<file path="config.mk">
export PLATFORM = sky130hd
export DESIGN_NAME = decodeStage
export DESIGN_NICKNAME = d
export VERILOG_FILES = /design/src/logic/decodePkg.sv /design/src/logic/branchResolve.sv /design/src/logic/decodeStage.sv /design/src/logic/instrDecoder.sv /design/src/logic/operandForward.sv /design/src/logic/regFile.sv
export SDC_FILE = /design/constraint.sdc
export NUM_CORES = 2
export LEC_CHECK = 0
export BUFFER_PORTS_ARGS = -buffer_cell sky130_fd_sc_hd__clkbuf_2
export CORE_MARGIN = 2
export CORE_UTILIZATION = 43
export CTS_CLUSTER_DIAMETER = 40
export CTS_CLUSTER_SIZE = 16
export DETAILED_ROUTE_END_ITERATION = 10
export PLACE_DENSITY = 0.59
export SLEW_MARGIN = 20
export SYNTH_ARGS = -nofsm -noshare
export SYNTH_HDL_FRONTEND = slang
export SYNTH_SLANG_ARGS = --single-unit
</file>
<file path="constraint.sdc">
create_clock -name CLK -period 3.6 [get_ports CLK]
set_input_delay 0.18 -clock CLK [delete_from_list [all_inputs] [get_ports CLK]]
set_output_delay 0.18 -clock CLK [all_outputs]
set_load 0.02 [all_outputs]
</file>
<file path="src/logic/decodePkg.sv">
// Shared types and encodings for the MIPS-style decode stage
// ALU codes follow the execute stage encoding; 6-bit opcode and funct fields only
package decodePkg;

	// -------------------------------------------------------------------------
	// Widths and fixed registers
	// -------------------------------------------------------------------------
	localparam int DataWidth = 32;
	localparam int RegAddrWidth = 5;
	localparam int RegCount = 2 ** RegAddrWidth;
	localparam int SyscallBubbles = 3;
	localparam int BubbleCntWidth = $clog2(SyscallBubbles + 1);

	typedef logic [DataWidth-1:0] word_t;
	typedef logic [RegAddrWidth-1:0] regAddr_t;
	typedef logic [5:0] aluCtrl_t;

	localparam regAddr_t LinkReg = 5'd31;     // Return address register
	localparam regAddr_t SysArgReg = 5'd2;    // Syscall code lives in v0
	localparam word_t LinkOffset = 32'd4;

	// -------------------------------------------------------------------------
	// Opcode, funct and REGIMM rt codes
	// -------------------------------------------------------------------------
	localparam logic [5:0] OpSpecial = 6'h00, OpRegimm = 6'h01, OpJ = 6'h02, OpJal = 6'h03;
	localparam logic [5:0] OpBeq = 6'h04, OpBne = 6'h05, OpBlez = 6'h06, OpBgtz = 6'h07;
	localparam logic [5:0] OpAddi = 6'h08, OpAddiu = 6'h09, OpSlti = 6'h0a, OpSltiu = 6'h0b;
	localparam logic [5:0] OpAndi = 6'h0c, OpOri = 6'h0d, OpXori = 6'h0e, OpLui = 6'h0f;
	localparam logic [5:0] OpLb = 6'h20, OpLh = 6'h21, OpLw = 6'h23, OpLbu = 6'h24;
	localparam logic [5:0] OpLhu = 6'h25, OpSb = 6'h28, OpSh = 6'h29, OpSw = 6'h2b;

	localparam logic [5:0] FnSll = 6'h00, FnSrl = 6'h02, FnSra = 6'h03, FnSllv = 6'h04;
	localparam logic [5:0] FnSrlv = 6'h06, FnSrav = 6'h07, FnJr = 6'h08, FnJalr = 6'h09;
	localparam logic [5:0] FnSyscall = 6'h0c, FnAdd = 6'h20, FnAddu = 6'h21, FnSub = 6'h22;
	localparam logic [5:0] FnSubu = 6'h23, FnAnd = 6'h24, FnOr = 6'h25, FnXor = 6'h26;
	localparam logic [5:0] FnNor = 6'h27, FnSlt = 6'h2a, FnSltu = 6'h2b;

	localparam regAddr_t RtBltz = 5'h00, RtBgez = 5'h01, RtBltzal = 5'h10, RtBgezal = 5'h11;

	// -------------------------------------------------------------------------
	// ALU control codes
	// -------------------------------------------------------------------------
	localparam aluCtrl_t AluAdd = 6'b000001, AluAddu = 6'b110111, AluSub = 6'b011101;
	localparam aluCtrl_t AluSubu = 6'b011110, AluAnd = 6'b000100, AluOr = 6'b010000;
	localparam aluCtrl_t AluXor = 6'b011111, AluNor = 6'b001111, AluSlt = 6'b010101;
	localparam aluCtrl_t AluSltu = 6'b111111, AluSll = 6'b010011, AluSrl = 6'b011011;
	localparam aluCtrl_t AluSra = 6'b011001, AluSllv = 6'b010100, AluSrlv = 6'b011100;
	localparam aluCtrl_t AluSrav = 6'b011010, AluLui = 6'b001000;

	// Branch compare and jump codes
	localparam aluCtrl_t AluBeq = 6'b100010, AluBne = 6'b101001, AluBlez = 6'b100110;
	localparam aluCtrl_t AluBgtz = 6'b100101, AluBltz = 6'b100111, AluBgez = 6'b100011;
	localparam aluCtrl_t AluJump = 6'b001110, AluJr = 6'b111110;

	// Memory access size codes, address computed as an add
	localparam aluCtrl_t AluLb = 6'b100001, AluLh = 6'b101011, AluLw = 6'b111101;
	localparam aluCtrl_t AluLbu = 6'b101010, AluLhu = 6'b101100, AluSb = 6'b101111;
	localparam aluCtrl_t AluSh = 6'b110000, AluSw = 6'b110001;

	// -------------------------------------------------------------------------
	// Instruction formats
	// -------------------------------------------------------------------------
	typedef struct packed {
		logic [5:0] opcode;
		regAddr_t rs;
		regAddr_t rt;
		regAddr_t rd;
		logic [4:0] shamt;
		logic [5:0] funct;
	} rFmt_t;

	typedef struct packed {
		logic [5:0] opcode;
		regAddr_t rs;
		regAddr_t rt;
		logic [15:0] imm16;
	} iFmt_t;

	typedef struct packed {
		logic [5:0] opcode;
		logic [25:0] index26;
	} jFmt_t;

	typedef union packed {
		rFmt_t r;
		iFmt_t i;
		jFmt_t j;
	} instr_t;

	// -------------------------------------------------------------------------
	// Bundles
	// -------------------------------------------------------------------------
	typedef struct packed {
		logic link;
		logic regDst;
		logic jump;
		logic branch;
		logic memRead;
		logic memToReg;
		logic memWrite;
		logic aluSrc;
		logic regWrite;
		logic jumpIndex;    // Target from index26, not a register
		logic signExt;
		logic syscall;
		aluCtrl_t aluCtrl;
	} ctrl_t;

	typedef struct packed {
		logic writeback;
		regAddr_t dest;
		word_t data;
	} fwdSrc_t;

	typedef struct packed {
		word_t opA;
		word_t opB;
		regAddr_t dest;
		logic writeback;
		logic takenBranch;
		logic memRead;
		logic memToReg;
		logic memWrite;
		logic aluSrc;
		aluCtrl_t aluCtrl;
		regAddr_t srcA;     // Read indices for EX-stage forwarding
		regAddr_t srcB;
		logic [4:0] shamt;
	} idEx_t;

endpackage

</file>
<file path="src/logic/branchResolve.sv">
// Branch and jump resolution in decode, all comparisons signed
// Jumps count as taken so the fetched instruction gets nulled
module branchResolve (
	input decodePkg::instr_t instr,
	input decodePkg::ctrl_t ctrl,
	input decodePkg::word_t fwdA,
	input decodePkg::word_t fwdB,
	input decodePkg::word_t pca,
	input decodePkg::word_t cia,
	output logic taken,
	output decodePkg::word_t nextPc
);
	import decodePkg::*;

	logic cond;
	word_t offset;
	word_t branchTarget;
	word_t jumpTarget;

	// -------------------------------------------------------------------------
	// Condition
	// -------------------------------------------------------------------------
	always_comb begin
		case (instr.i.opcode)
			OpBeq:  cond = (fwdA == fwdB);
			OpBne:  cond = (fwdA != fwdB);
			OpBlez: cond = ($signed(fwdA) <= 0);
			OpBgtz: cond = ($signed(fwdA) > 0);
			OpRegimm: begin
				case (instr.i.rt)
					RtBltz, RtBltzal: cond = ($signed(fwdA) < 0);
					RtBgez, RtBgezal: cond = ($signed(fwdA) >= 0);
					default:          cond = 1'b0;
				endcase
			end
			default: cond = 1'b0;
		endcase
	end

	assign taken = ctrl.jump | (ctrl.branch & cond);

	// -------------------------------------------------------------------------
	// Targets
	// -------------------------------------------------------------------------
	assign offset = {{(DataWidth-18){instr.i.imm16[15]}}, instr.i.imm16, 2'b00};
	assign branchTarget = pca + offset;
	assign jumpTarget = {cia[31:28], instr.j.index26, 2'b00};  // Region of current instr

	always_comb begin
		if (ctrl.jump && ctrl.jumpIndex) begin
			nextPc = jumpTarget;
		end else if (ctrl.jump) begin
			nextPc = fwdA;                  // JR, JALR
		end else if (taken) begin
			nextPc = branchTarget;
		end else begin
			nextPc = pca;
		end
	end

endmodule

</file>
<file path="src/logic/decodeStage.sv">
// Decode stage top: operand select, syscall bubbles and the ID/EX register
// Upstream must hold instr while insertBubble is high; FREEZE holds everything
module decodeStage (
	input logic CLK,
	input logic RESET,
	input logic FREEZE,
	input decodePkg::instr_t instr,
	input decodePkg::word_t pca,
	input decodePkg::word_t cia,
	input decodePkg::fwdSrc_t exFwd,
	input decodePkg::fwdSrc_t memFwd,
	input decodePkg::fwdSrc_t wbFwd,
	input decodePkg::word_t wbData,
	output decodePkg::idEx_t idEx,
	output decodePkg::word_t nextPc,
	output logic fetchNull,
	output logic insertBubble,
	output logic sysPulse
);
	import decodePkg::*;

	ctrl_t ctrl;
	word_t rdA;
	word_t rdB;
	word_t sysArg;
	word_t fwdA;
	word_t fwdB;
	word_t imm;
	logic taken;
	regAddr_t dest;
	idEx_t idExNext;
	logic [BubbleCntWidth-1:0] bubbleCnt;

	instrDecoder u_decoder (
		.instr (instr),
		.ctrl  (ctrl)
	);

	regFile u_regFile (
		.CLK    (CLK),
		.srcA   (instr.r.rs),
		.srcB   (instr.r.rt),
		.wb     (wbFwd),
		.wbData (wbData),
		.rdA    (rdA),
		.rdB    (rdB),
		.sysArg (sysArg)
	);

	operandForward u_forward (
		.srcA   (instr.r.rs),
		.srcB   (instr.r.rt),
		.rdA    (rdA),
		.rdB    (rdB),
		.exFwd  (exFwd),
		.memFwd (memFwd),
		.wbFwd  (wbFwd),
		.fwdA   (fwdA),
		.fwdB   (fwdB)
	);

	branchResolve u_branch (
		.instr  (instr),
		.ctrl   (ctrl),
		.fwdA   (fwdA),
		.fwdB   (fwdB),
		.pca    (pca),
		.cia    (cia),
		.taken  (taken),
		.nextPc (nextPc)
	);

	assign fetchNull = taken;

	// -------------------------------------------------------------------------
	// Destination and operands
	// -------------------------------------------------------------------------
	assign imm = ctrl.signExt ? {{(DataWidth-16){instr.i.imm16[15]}}, instr.i.imm16}
	                          : {{(DataWidth-16){1'b0}}, instr.i.imm16};

	always_comb begin
		if (ctrl.regDst)       dest = instr.r.rd;
		else if (ctrl.link)    dest = LinkReg;
		else if (ctrl.syscall) dest = '0;
		else                   dest = instr.i.rt;
	end

	always_comb begin
		idExNext = '0;
		idExNext.opA = ctrl.link ? pca : (ctrl.syscall ? sysArg : rdA);
		if (ctrl.link)         idExNext.opB = LinkOffset;
		else if (ctrl.syscall) idExNext.opB = '0;
		else if (ctrl.aluSrc)  idExNext.opB = imm;
		else                   idExNext.opB = rdB;
		idExNext.dest = dest;
		idExNext.writeback = (ctrl.regWrite && (dest != '0)) || ctrl.memToReg;
		idExNext.takenBranch = taken;
		idExNext.memRead = ctrl.memRead;
		idExNext.memToReg = ctrl.memToReg;
		idExNext.memWrite = ctrl.memWrite;
		idExNext.aluSrc = ctrl.aluSrc;
		idExNext.aluCtrl = ctrl.aluCtrl;
		idExNext.srcA = (ctrl.link || ctrl.syscall) ? '0 : instr.r.rs;
		idExNext.srcB = (ctrl.aluSrc || ctrl.link || ctrl.syscall) ? '0 : instr.r.rt;
		idExNext.shamt = instr.r.shamt;
	end

	// -------------------------------------------------------------------------
	// Syscall bubbles and ID/EX register
	// -------------------------------------------------------------------------
	assign insertBubble = ctrl.syscall && (bubbleCnt != '0);
	assign sysPulse = ctrl.syscall && (bubbleCnt == '0);

	always_ff @(posedge CLK or negedge RESET) begin
		if (!RESET) begin
			bubbleCnt <= BubbleCntWidth'(SyscallBubbles);
		end else if (!FREEZE) begin
			if (insertBubble) begin
				bubbleCnt <= bubbleCnt - 1'b1;
			end else begin
				bubbleCnt <= BubbleCntWidth'(SyscallBubbles);  // Reload after the pulse
			end
		end
	end

	always_ff @(posedge CLK or negedge RESET) begin
		if (!RESET) begin
			idEx <= '0;
		end else if (!FREEZE) begin
			idEx <= insertBubble ? '0 : idExNext;   // Bubble is a zero bundle
		end
	end

endmodule

</file>
<file path="src/logic/instrDecoder.sv">
// Integer MIPS-I subset only; no coprocessor, HI/LO, unaligned or likely branches
// Anything unrecognised decodes to an all-zero bundle and acts as a NOP
module instrDecoder (
	input decodePkg::instr_t instr,
	output decodePkg::ctrl_t ctrl
);
	import decodePkg::*;

	// Register-register op, result to rd
	function automatic ctrl_t rOp(input aluCtrl_t code);
		ctrl_t c;
		c = '0;
		c.regDst = 1'b1;
		c.regWrite = 1'b1;
		c.aluCtrl = code;
		return c;
	endfunction

	// Immediate op, result to rt
	function automatic ctrl_t iOp(input aluCtrl_t code, input logic sext);
		ctrl_t c;
		c = '0;
		c.aluSrc = 1'b1;
		c.regWrite = 1'b1;
		c.signExt = sext;
		c.aluCtrl = code;
		return c;
	endfunction

	function automatic ctrl_t brOp(input aluCtrl_t code);
		ctrl_t c;
		c = '0;
		c.branch = 1'b1;
		c.signExt = 1'b1;   // Offset is signed
		c.aluCtrl = code;
		return c;
	endfunction

	function automatic ctrl_t ldOp(input aluCtrl_t code);
		ctrl_t c;
		c = iOp(code, 1'b1);
		c.memRead = 1'b1;
		c.memToReg = 1'b1;
		return c;
	endfunction

	function automatic ctrl_t stOp(input aluCtrl_t code);
		ctrl_t c;
		c = '0;
		c.aluSrc = 1'b1;
		c.signExt = 1'b1;
		c.memWrite = 1'b1;
		c.aluCtrl = code;
		return c;
	endfunction

	always_comb begin
		ctrl = '0;
		case (instr.r.opcode)
			OpSpecial: begin
				case (instr.r.funct)
					FnSll:  ctrl = rOp(AluSll);
					FnSrl:  ctrl = rOp(AluSrl);
					FnSra:  ctrl = rOp(AluSra);
					FnSllv: ctrl = rOp(AluSllv);
					FnSrlv: ctrl = rOp(AluSrlv);
					FnSrav: ctrl = rOp(AluSrav);
					FnAdd:  ctrl = rOp(AluAdd);
					FnAddu: ctrl = rOp(AluAddu);
					FnSub:  ctrl = rOp(AluSub);
					FnSubu: ctrl = rOp(AluSubu);
					FnAnd:  ctrl = rOp(AluAnd);
					FnOr:   ctrl = rOp(AluOr);
					FnXor:  ctrl = rOp(AluXor);
					FnNor:  ctrl = rOp(AluNor);
					FnSlt:  ctrl = rOp(AluSlt);
					FnSltu: ctrl = rOp(AluSltu);
					FnJr: begin
						ctrl.jump = 1'b1;
						ctrl.aluCtrl = AluJr;
					end
					FnJalr: begin
						ctrl = rOp(AluAdd);         // Link value pca + 4 into rd
						ctrl.link = 1'b1;
						ctrl.jump = 1'b1;
					end
					FnSyscall: begin
						ctrl = iOp(AluAdd, 1'b1);
						ctrl.syscall = 1'b1;
					end
					default: ctrl = '0;
				endcase
			end
			OpRegimm: begin
				case (instr.i.rt)
					RtBltz: ctrl = brOp(AluBltz);
					RtBgez: ctrl = brOp(AluBgez);
					RtBltzal, RtBgezal: begin
						ctrl = brOp(AluAdd);        // ALU forms the link value
						ctrl.link = 1'b1;
						ctrl.regWrite = 1'b1;
					end
					default: ctrl = '0;
				endcase
			end
			OpJ: begin
				ctrl.jump = 1'b1;
				ctrl.jumpIndex = 1'b1;
				ctrl.aluCtrl = AluJump;
			end
			OpJal: begin
				ctrl.link = 1'b1;
				ctrl.jump = 1'b1;
				ctrl.jumpIndex = 1'b1;
				ctrl.regWrite = 1'b1;
				ctrl.aluCtrl = AluAdd;
			end
			OpBeq:   ctrl = brOp(AluBeq);
			OpBne:   ctrl = brOp(AluBne);
			OpBlez:  ctrl = brOp(AluBlez);
			OpBgtz:  ctrl = brOp(AluBgtz);
			OpAddi:  ctrl = iOp(AluAdd, 1'b1);
			OpAddiu: ctrl = iOp(AluAddu, 1'b1);
			OpSlti:  ctrl = iOp(AluSlt, 1'b1);
			OpSltiu: ctrl = iOp(AluSltu, 1'b1);   // Sign-extended, compared unsigned
			OpAndi:  ctrl = iOp(AluAnd, 1'b0);
			OpOri:   ctrl = iOp(AluOr, 1'b0);
			OpXori:  ctrl = iOp(AluXor, 1'b0);
			OpLui:   ctrl = iOp(AluLui, 1'b0);
			OpLb:    ctrl = ldOp(AluLb);
			OpLh:    ctrl = ldOp(AluLh);
			OpLw:    ctrl = ldOp(AluLw);
			OpLbu:   ctrl = ldOp(AluLbu);
			OpLhu:   ctrl = ldOp(AluLhu);
			OpSb:    ctrl = stOp(AluSb);
			OpSh:    ctrl = stOp(AluSh);
			OpSw:    ctrl = stOp(AluSw);
			default: ctrl = '0;
		endcase
	end

endmodule

</file>
<file path="src/logic/operandForward.sv">
// Forwarded operands for the branch compare and jump-register target only
// Priority EX over MEM over WB; a source needs writeback set and a matching dest
module operandForward (
	input decodePkg::regAddr_t srcA,
	input decodePkg::regAddr_t srcB,
	input decodePkg::word_t rdA,
	input decodePkg::word_t rdB,
	input decodePkg::fwdSrc_t exFwd,
	input decodePkg::fwdSrc_t memFwd,
	input decodePkg::fwdSrc_t wbFwd,
	output decodePkg::word_t fwdA,
	output decodePkg::word_t fwdB
);
	import decodePkg::*;

	function automatic logic hit(input fwdSrc_t s, input regAddr_t idx);
		return s.writeback && (s.dest == idx);
	endfunction

	// One read port through the priority chain
	function automatic word_t pick(
		input regAddr_t idx,
		input word_t regVal,
		input fwdSrc_t ex,
		input fwdSrc_t mem,
		input fwdSrc_t wb
	);
		word_t v;
		if (hit(ex, idx)) begin
			v = ex.data;        // Live ALU result
		end else if (hit(mem, idx)) begin
			v = mem.data;
		end else if (hit(wb, idx)) begin
			v = wb.data;
		end else begin
			v = regVal;
		end
		return v;
	endfunction

	assign fwdA = pick(srcA, rdA, exFwd, memFwd, wbFwd);
	assign fwdB = pick(srcB, rdB, exFwd, memFwd, wbFwd);

endmodule

</file>
<file path="src/logic/regFile.sv">
// 32 x 32 register file, contents undefined until written
// Write lands on the clock edge; same-cycle reads see the old value
module regFile (
	input logic CLK,
	input decodePkg::regAddr_t srcA,
	input decodePkg::regAddr_t srcB,
	input decodePkg::fwdSrc_t wb,
	input decodePkg::word_t wbData,
	output decodePkg::word_t rdA,
	output decodePkg::word_t rdB,
	output decodePkg::word_t sysArg
);
	import decodePkg::*;

	word_t regs [RegCount];

	// Writeback port
	always_ff @(posedge CLK) begin
		if (wb.writeback) begin
			regs[wb.dest] <= wbData;
		end
	end

	// Asynchronous reads
	assign rdA = regs[srcA];
	assign rdB = regs[srcB];
	assign sysArg = regs[SysArgReg];  // Syscall operand tap

endmodule

</file>
# Word level (Yosys, flattened, before mapping)
# Memory sizes are Yosys's and may differ from the RTL's.
# Cells that the tools add are included.
# totals
ff_bits	98
inputBits	245
mem_bits_rw	1024
out_inout_bits	131
mem_count	1
# memory_table
memory	words	width	read_ports	rd_clocked_by_memory_dff	wr	line_no	text
u_regFile.regs	32	32	3	0	1	regFile.sv:15	word_t regs [RegCount];
# op_classes
muxes	39
eq_ne	52
n_reduce_logical	35
bitwise_logic	2
add_sub_neg	2
order_cmp	4
# ops
cell	n
two-way mux 32 bit	15
one-hot mux 6 bit (23 select lines)	1
== test 6 bit, second input constant	18
one-hot mux 6 bit (17 select lines)	1
two-way mux 96 bit	1
== test 6 x 4 -> 1 bit, second input constant	11
one-hot mux 18 bit (3 select lines)	1
== test 6 x 3 -> 1 bit, second input constant	7
adder 32 bit	1
== test 32 bit	1
>= comparator 32 x 1 -> 1 bit, second input constant	1
> comparator 32 x 1 -> 1 bit, second input constant	1
<= comparator 32 x 1 -> 1 bit, second input constant	1
< comparator 32 x 1 -> 1 bit, second input constant	1
!= test 32 bit	1
OR reduction 16 bit	2
== test 5 bit	6
one-hot mux 5 bit (6 select lines)	1
two-way mux 5 bit	5
== test 6 x 2 -> 1 bit, second input constant	4
OR reduction 17 bit	1
OR reduction 14 bit	1
zero test 6 bit	2
one-hot mux 1 bit (3 select lines)	4
24 further kinds	46

# Depth between registers and ports, before layout
# depth
word_depth	13
depth_mapped	21

# Modules after synthesis
# Synthesis repeated with hierarchy kept, for this count alone.
# unflattened
cells_unflattened	4834
area_unflattened_um2	59918.7
# by_module_without_submodules
module	seq_area_each_um2	cells_each	area_each_um2	instances
regFile	30749.5	3386	48789.3	1
decodeStage	2454.9	524	4634.4	1
branchResolve	0.0	391	2811.4	1
operandForward	0.0	384	2686.3	1
instrDecoder	0.0	149	997.2	1

# Worst setup path after synthesis
# Ideal clock, no wire load.
# synth_timing
path_type	input to output
from	input instr[16] (netlist bit)
to	output nextPc[13]
arrival_ns	3.880
required_ns	3.420
slack_ns	-0.460
cell_stages	17
path_buffers	7
path_cell_list	buf_6 -> buf_12 -> buf_12 -> buf_6 -> buf_4 -> mux4_2 -> o2111ai_1 -> o22ai_1 -> xnor2_1 -> nor4_1 -> nand4_1 -> nor4_4 -> and3_4 -> o211ai_4 -> buf_6 -> buf_2 -> a211oi_1
# synth_via
elab_chain_len	12
# synth_rtl
element	line_no	text
start: declaration	decodeStage.sv:7	input decodePkg::instr_t instr,
branches (longest 7 deep; another with memory read (32 x 32 bit))	-	
AND 1 bit *	branchResolve.sv:40	assign taken = ctrl.jump | (ctrl.branch & cond);
OR 1 bit *	branchResolve.sv:40	
two-way mux 32 bit *	branchResolve.sv:54	end else if (taken) begin
two-way mux 32 bit *	branchResolve.sv:52	end else if (ctrl.jump) begin
two-way mux 32 bit *	branchResolve.sv:50	if (ctrl.jump && ctrl.jumpIndex) begin
end: declaration	decodeStage.sv:15	output decodePkg::word_t nextPc,
# Every way passes the cells marked *.

==> qor.yml <==
place_ws_ns: -1.36
synth_cell_types: 103
initial_core_util_pct: 43.3
portBuffers: 347
hold_viol: 0
p_leak_nw: 28.7
rsz0062_at_grt: "true"
num_rows: 134
vdd_drop_max_v: 0.000478
worstPathRequired_ns: 3.42
fin_cells: 7048
vias_per_cell: 6.58
slowest_delay_ns: 0.50
coreArea_mm2: 0.133
cts_made_buffers: 158
failed_checks: "DRC, setup timing"
setup_viol_count_final: 32
drive_above_1_share_pct: 41.9
grt_overflow: 0
die_y_um: 371
critPathCaptureType: "output port"
crit_top_cell: "buf_6"
fillCellCount: 10585
clk_pin_slew_worst_paths_ns: 0.06
final_max_slew_viol_count: 0
clock_power_share_pct: 44.1
drt_pass1_iterations: 11
synth_flop_cell: "edfxtp_1"
finClkSkew_ns: 0.0472
die_x_um: 371
cts_tree: "done"
synth_edf_count: 1024
avgSynthCellArea_um2: 15.1
final_cell_area_mm2: 0.0768
die_area_mm2: 0.137
multi_input_area_mm2: 0.0234
grt_max_degree: 72
ys_ff_latch: 1121
drv_cap: 0
hold_slack_ns: 0.0230
synth_cells: 3833
slowest_stage: "nand4_1"
synth.yosys.seq_area_share_pct: 57.4
worst-path-max-fanout: 5
min_period_ns: 5.41
crit_arrival_ns: 5.23
cp_cell_sequence: "mux4_2, a22oi_2, nand4_1, buf_6, o21ai_4, buf_6, nand3_4, a2111oi_4, nand3_2, nor4_4, and3_4, o211ai_4, buf_4, buf_6, mux2i_2, a221oi_2, buf_4"
drc: 5
pwr-share-comb_pct: 16.0
timing.fmax_mhz: 185
critPathLaunchType: "flop"
area_growth_pct: 32.9
finalSetupTns_ns: -52.89
p_sw_share_pct: 27.8
grt_pass1_vias: 45254
powerDensity_mw_per_mm2: 480
drt-total-wl_um: 261000
clkLatencyLatePin_ns: 0.83
clockBufferDepth: 3
worstMarginPinSlew_ns: 1.10
postLayoutCoreUtil_pct: 57.6
regArea_mm2: 0.0332
wl_per_cell_um: 37.0
cts_sinks: 1121
async_flop_share_pct: 8.65
ys.warnings.count: 0
globalplace.congestion: 1.04
critical_path_class: "flop to output port"
vias: 46392
p_total_mw: 36.9
grt_use_total_pct: 37.5
dp_cells: 6660
place_area_mm2: 0.0699
worst_slack_ns: -1.81
p_switching_mw: 10.2
dp_hpwl_um: 185000
synth.net_count: 4109
drt_iter0_drc: 6583
hold_path_class: "input port to flop"
io_pins: 376
ctsRootBufferMaster: "clkbuf_16"
ant_nets: 0
htreeDepth: 4
p_seq_share_pct: 40.0
slew_headroom_pct: 26.5
grt_pass1_wl_um: 356000
synth_area_mm2: 0.0578
fin_nets: 5412
antenna_found_initial: 17
status: "finished with violations"
intPower_mw: 26.6
fin_crit_sh_pct: 150
## registers in the layout, summed over array words and instances (netlist names)
| signal | count |
|---|---|
| idEx | 95 |
| u_regFile.regs | 1024 |
| bubbleCnt | 2 |
## critical path: cells and delay by family, from the launching register on
kind,cells,cell delay (ns)
buffers and inverters,5,0.95
multiplexers,2,0.64
flip-flops,1,0.41
AO/OA/AOI/OAI,5,1.14
AND/OR/NAND/NOR,5,1.28
## path summary, 6_finish.rpt
check,startpoint,endpoint,slack [ns],depth (start not counted)
max reg2reg,u_regFile.regs[21][27],idEx[25],-0.76,16
min in group asynchronous,RESET,idEx[69],0.44,4
max,u_regFile.regs[21][27],nextPc[10],-1.81,17
max in group asynchronous,RESET,idEx[80],2.60,4
min,wbData[9],u_regFile.regs[17][9],0.02,1
min reg2reg,idEx[2],idEx[2],0.49,2
## layout by cell type, fill, tap and decap left out, types with 31 or more instances in the layout
master / netlist / layout
a22oi_1: 178 / 174
nand3_1: 107 / 104
inv_6: 0 / 35
inv_1: 71 / 71
a21oi_1: 88 / 86
dfrtp_1: 95 / 95
edfxtp_1: 1024 / 1024
nand2_1: 207 / 207
xor2_1: 31 / 31
mux4_2: 397 / 397
nor3_1: 68 / 55
nand4_1: 40 / 40
clkbuf_2: 0 / 312
xnor2_1: 56 / 55
o21ai_0: 102 / 99
buf_12: 3 / 141
clkbuf_16: 0 / 158
dlygate4sd3_1: 0 / 68
nor2_4: 0 / 35
o22ai_1: 88 / 88
nor2_1: 148 / 109
buf_4: 43 / 888
mux2i_1: 313 / 310
## routing by layer
metal / routed length [um] / up-vias / track usage, % / part of all wire [%]
li1: - / 18502 / - / -
met1: 91800 / 23425 / 46.4 / 35
met2: 117000 / 3601 / 57.5 / 45
met3: 31300 / 852 / 10.8 / 12
met4: 20200 / 12 / 24.9 / 7.7
met5: 88 / - / 0 / 0.034
## cell type report
| type | count | share of cell area (%) |
|---|---|---|
| inverter | 73 | 0.357 |
| clock inverter | 128 | 2.05 |
| multi-input combinational | 2336 | 30.4 |
| antenna | 9 | 0.0293 |
| clock buffer | 167 | 5.19 |
| tap | 1768 | 2.88 |
| timing repair buffer | 1446 | 15.9 |
| sequential | 1121 | 43.2 |
## logic make-up after synthesis
logic type / synth area share, %
adders and majority gates: 0.684
DFF: 57.4
xor gates and xnor gates: 1.35
and+or+nand+nor: 5.96
AOI/OAI and AO/OA: 9.82
buffers and inverters: 3.76
muxes: 21.0
## cells in the mapped netlist, types with 25 or more instances
cell	count	area share (%)
dfrtp_1	95	4.1
nor2_1	148	0.96
mux4_2	397	15
a211oi_1	29	0.38
nor3_1	68	0.59
mux2i_1	313	5.4
xnor2_1	56	0.85
a22oi_1	178	2.3
o22ai_1	88	0.95
nand4_1	40	0.43
nand3_1	107	0.93
edfxtp_1	1024	53
inv_1	71	0.46
a222oi_1	30	0.52
buf_6	55	1.1
o21ai_0	102	0.88
xor2_1	31	0.47
ha_1	30	0.65
buf_2	71	0.61
a21oi_1	88	0.76
a22o_1	25	0.38
nand2_1	207	1.3
clkbuf_1	118	0.77
buf_4	43	0.56
## power groups by stage
stage	combinational (mW)	clock, mW	sequential [mW]
2_1_floorplan	2.42	0	15.1
3_3_place_gp	5.55	0	15.0
3_5_place_dp	5.57	0	15.0
4_1_cts	5.74	16.4	14.7
5_1_grt	6.09	16.9	14.7
6_report	5.89	16.2	14.7
## what timing repair did
action	in CTS	in global routing
buffers inserted	15	12
pin swaps	24	28
hold buffers	69	0
resized for setup	83	46
endpoints found under the setup margin	32	32
endpoints found under the hold margin	984	0
gates cloned	3	0
Note: power is estimated with default switching activity, not from simulation.
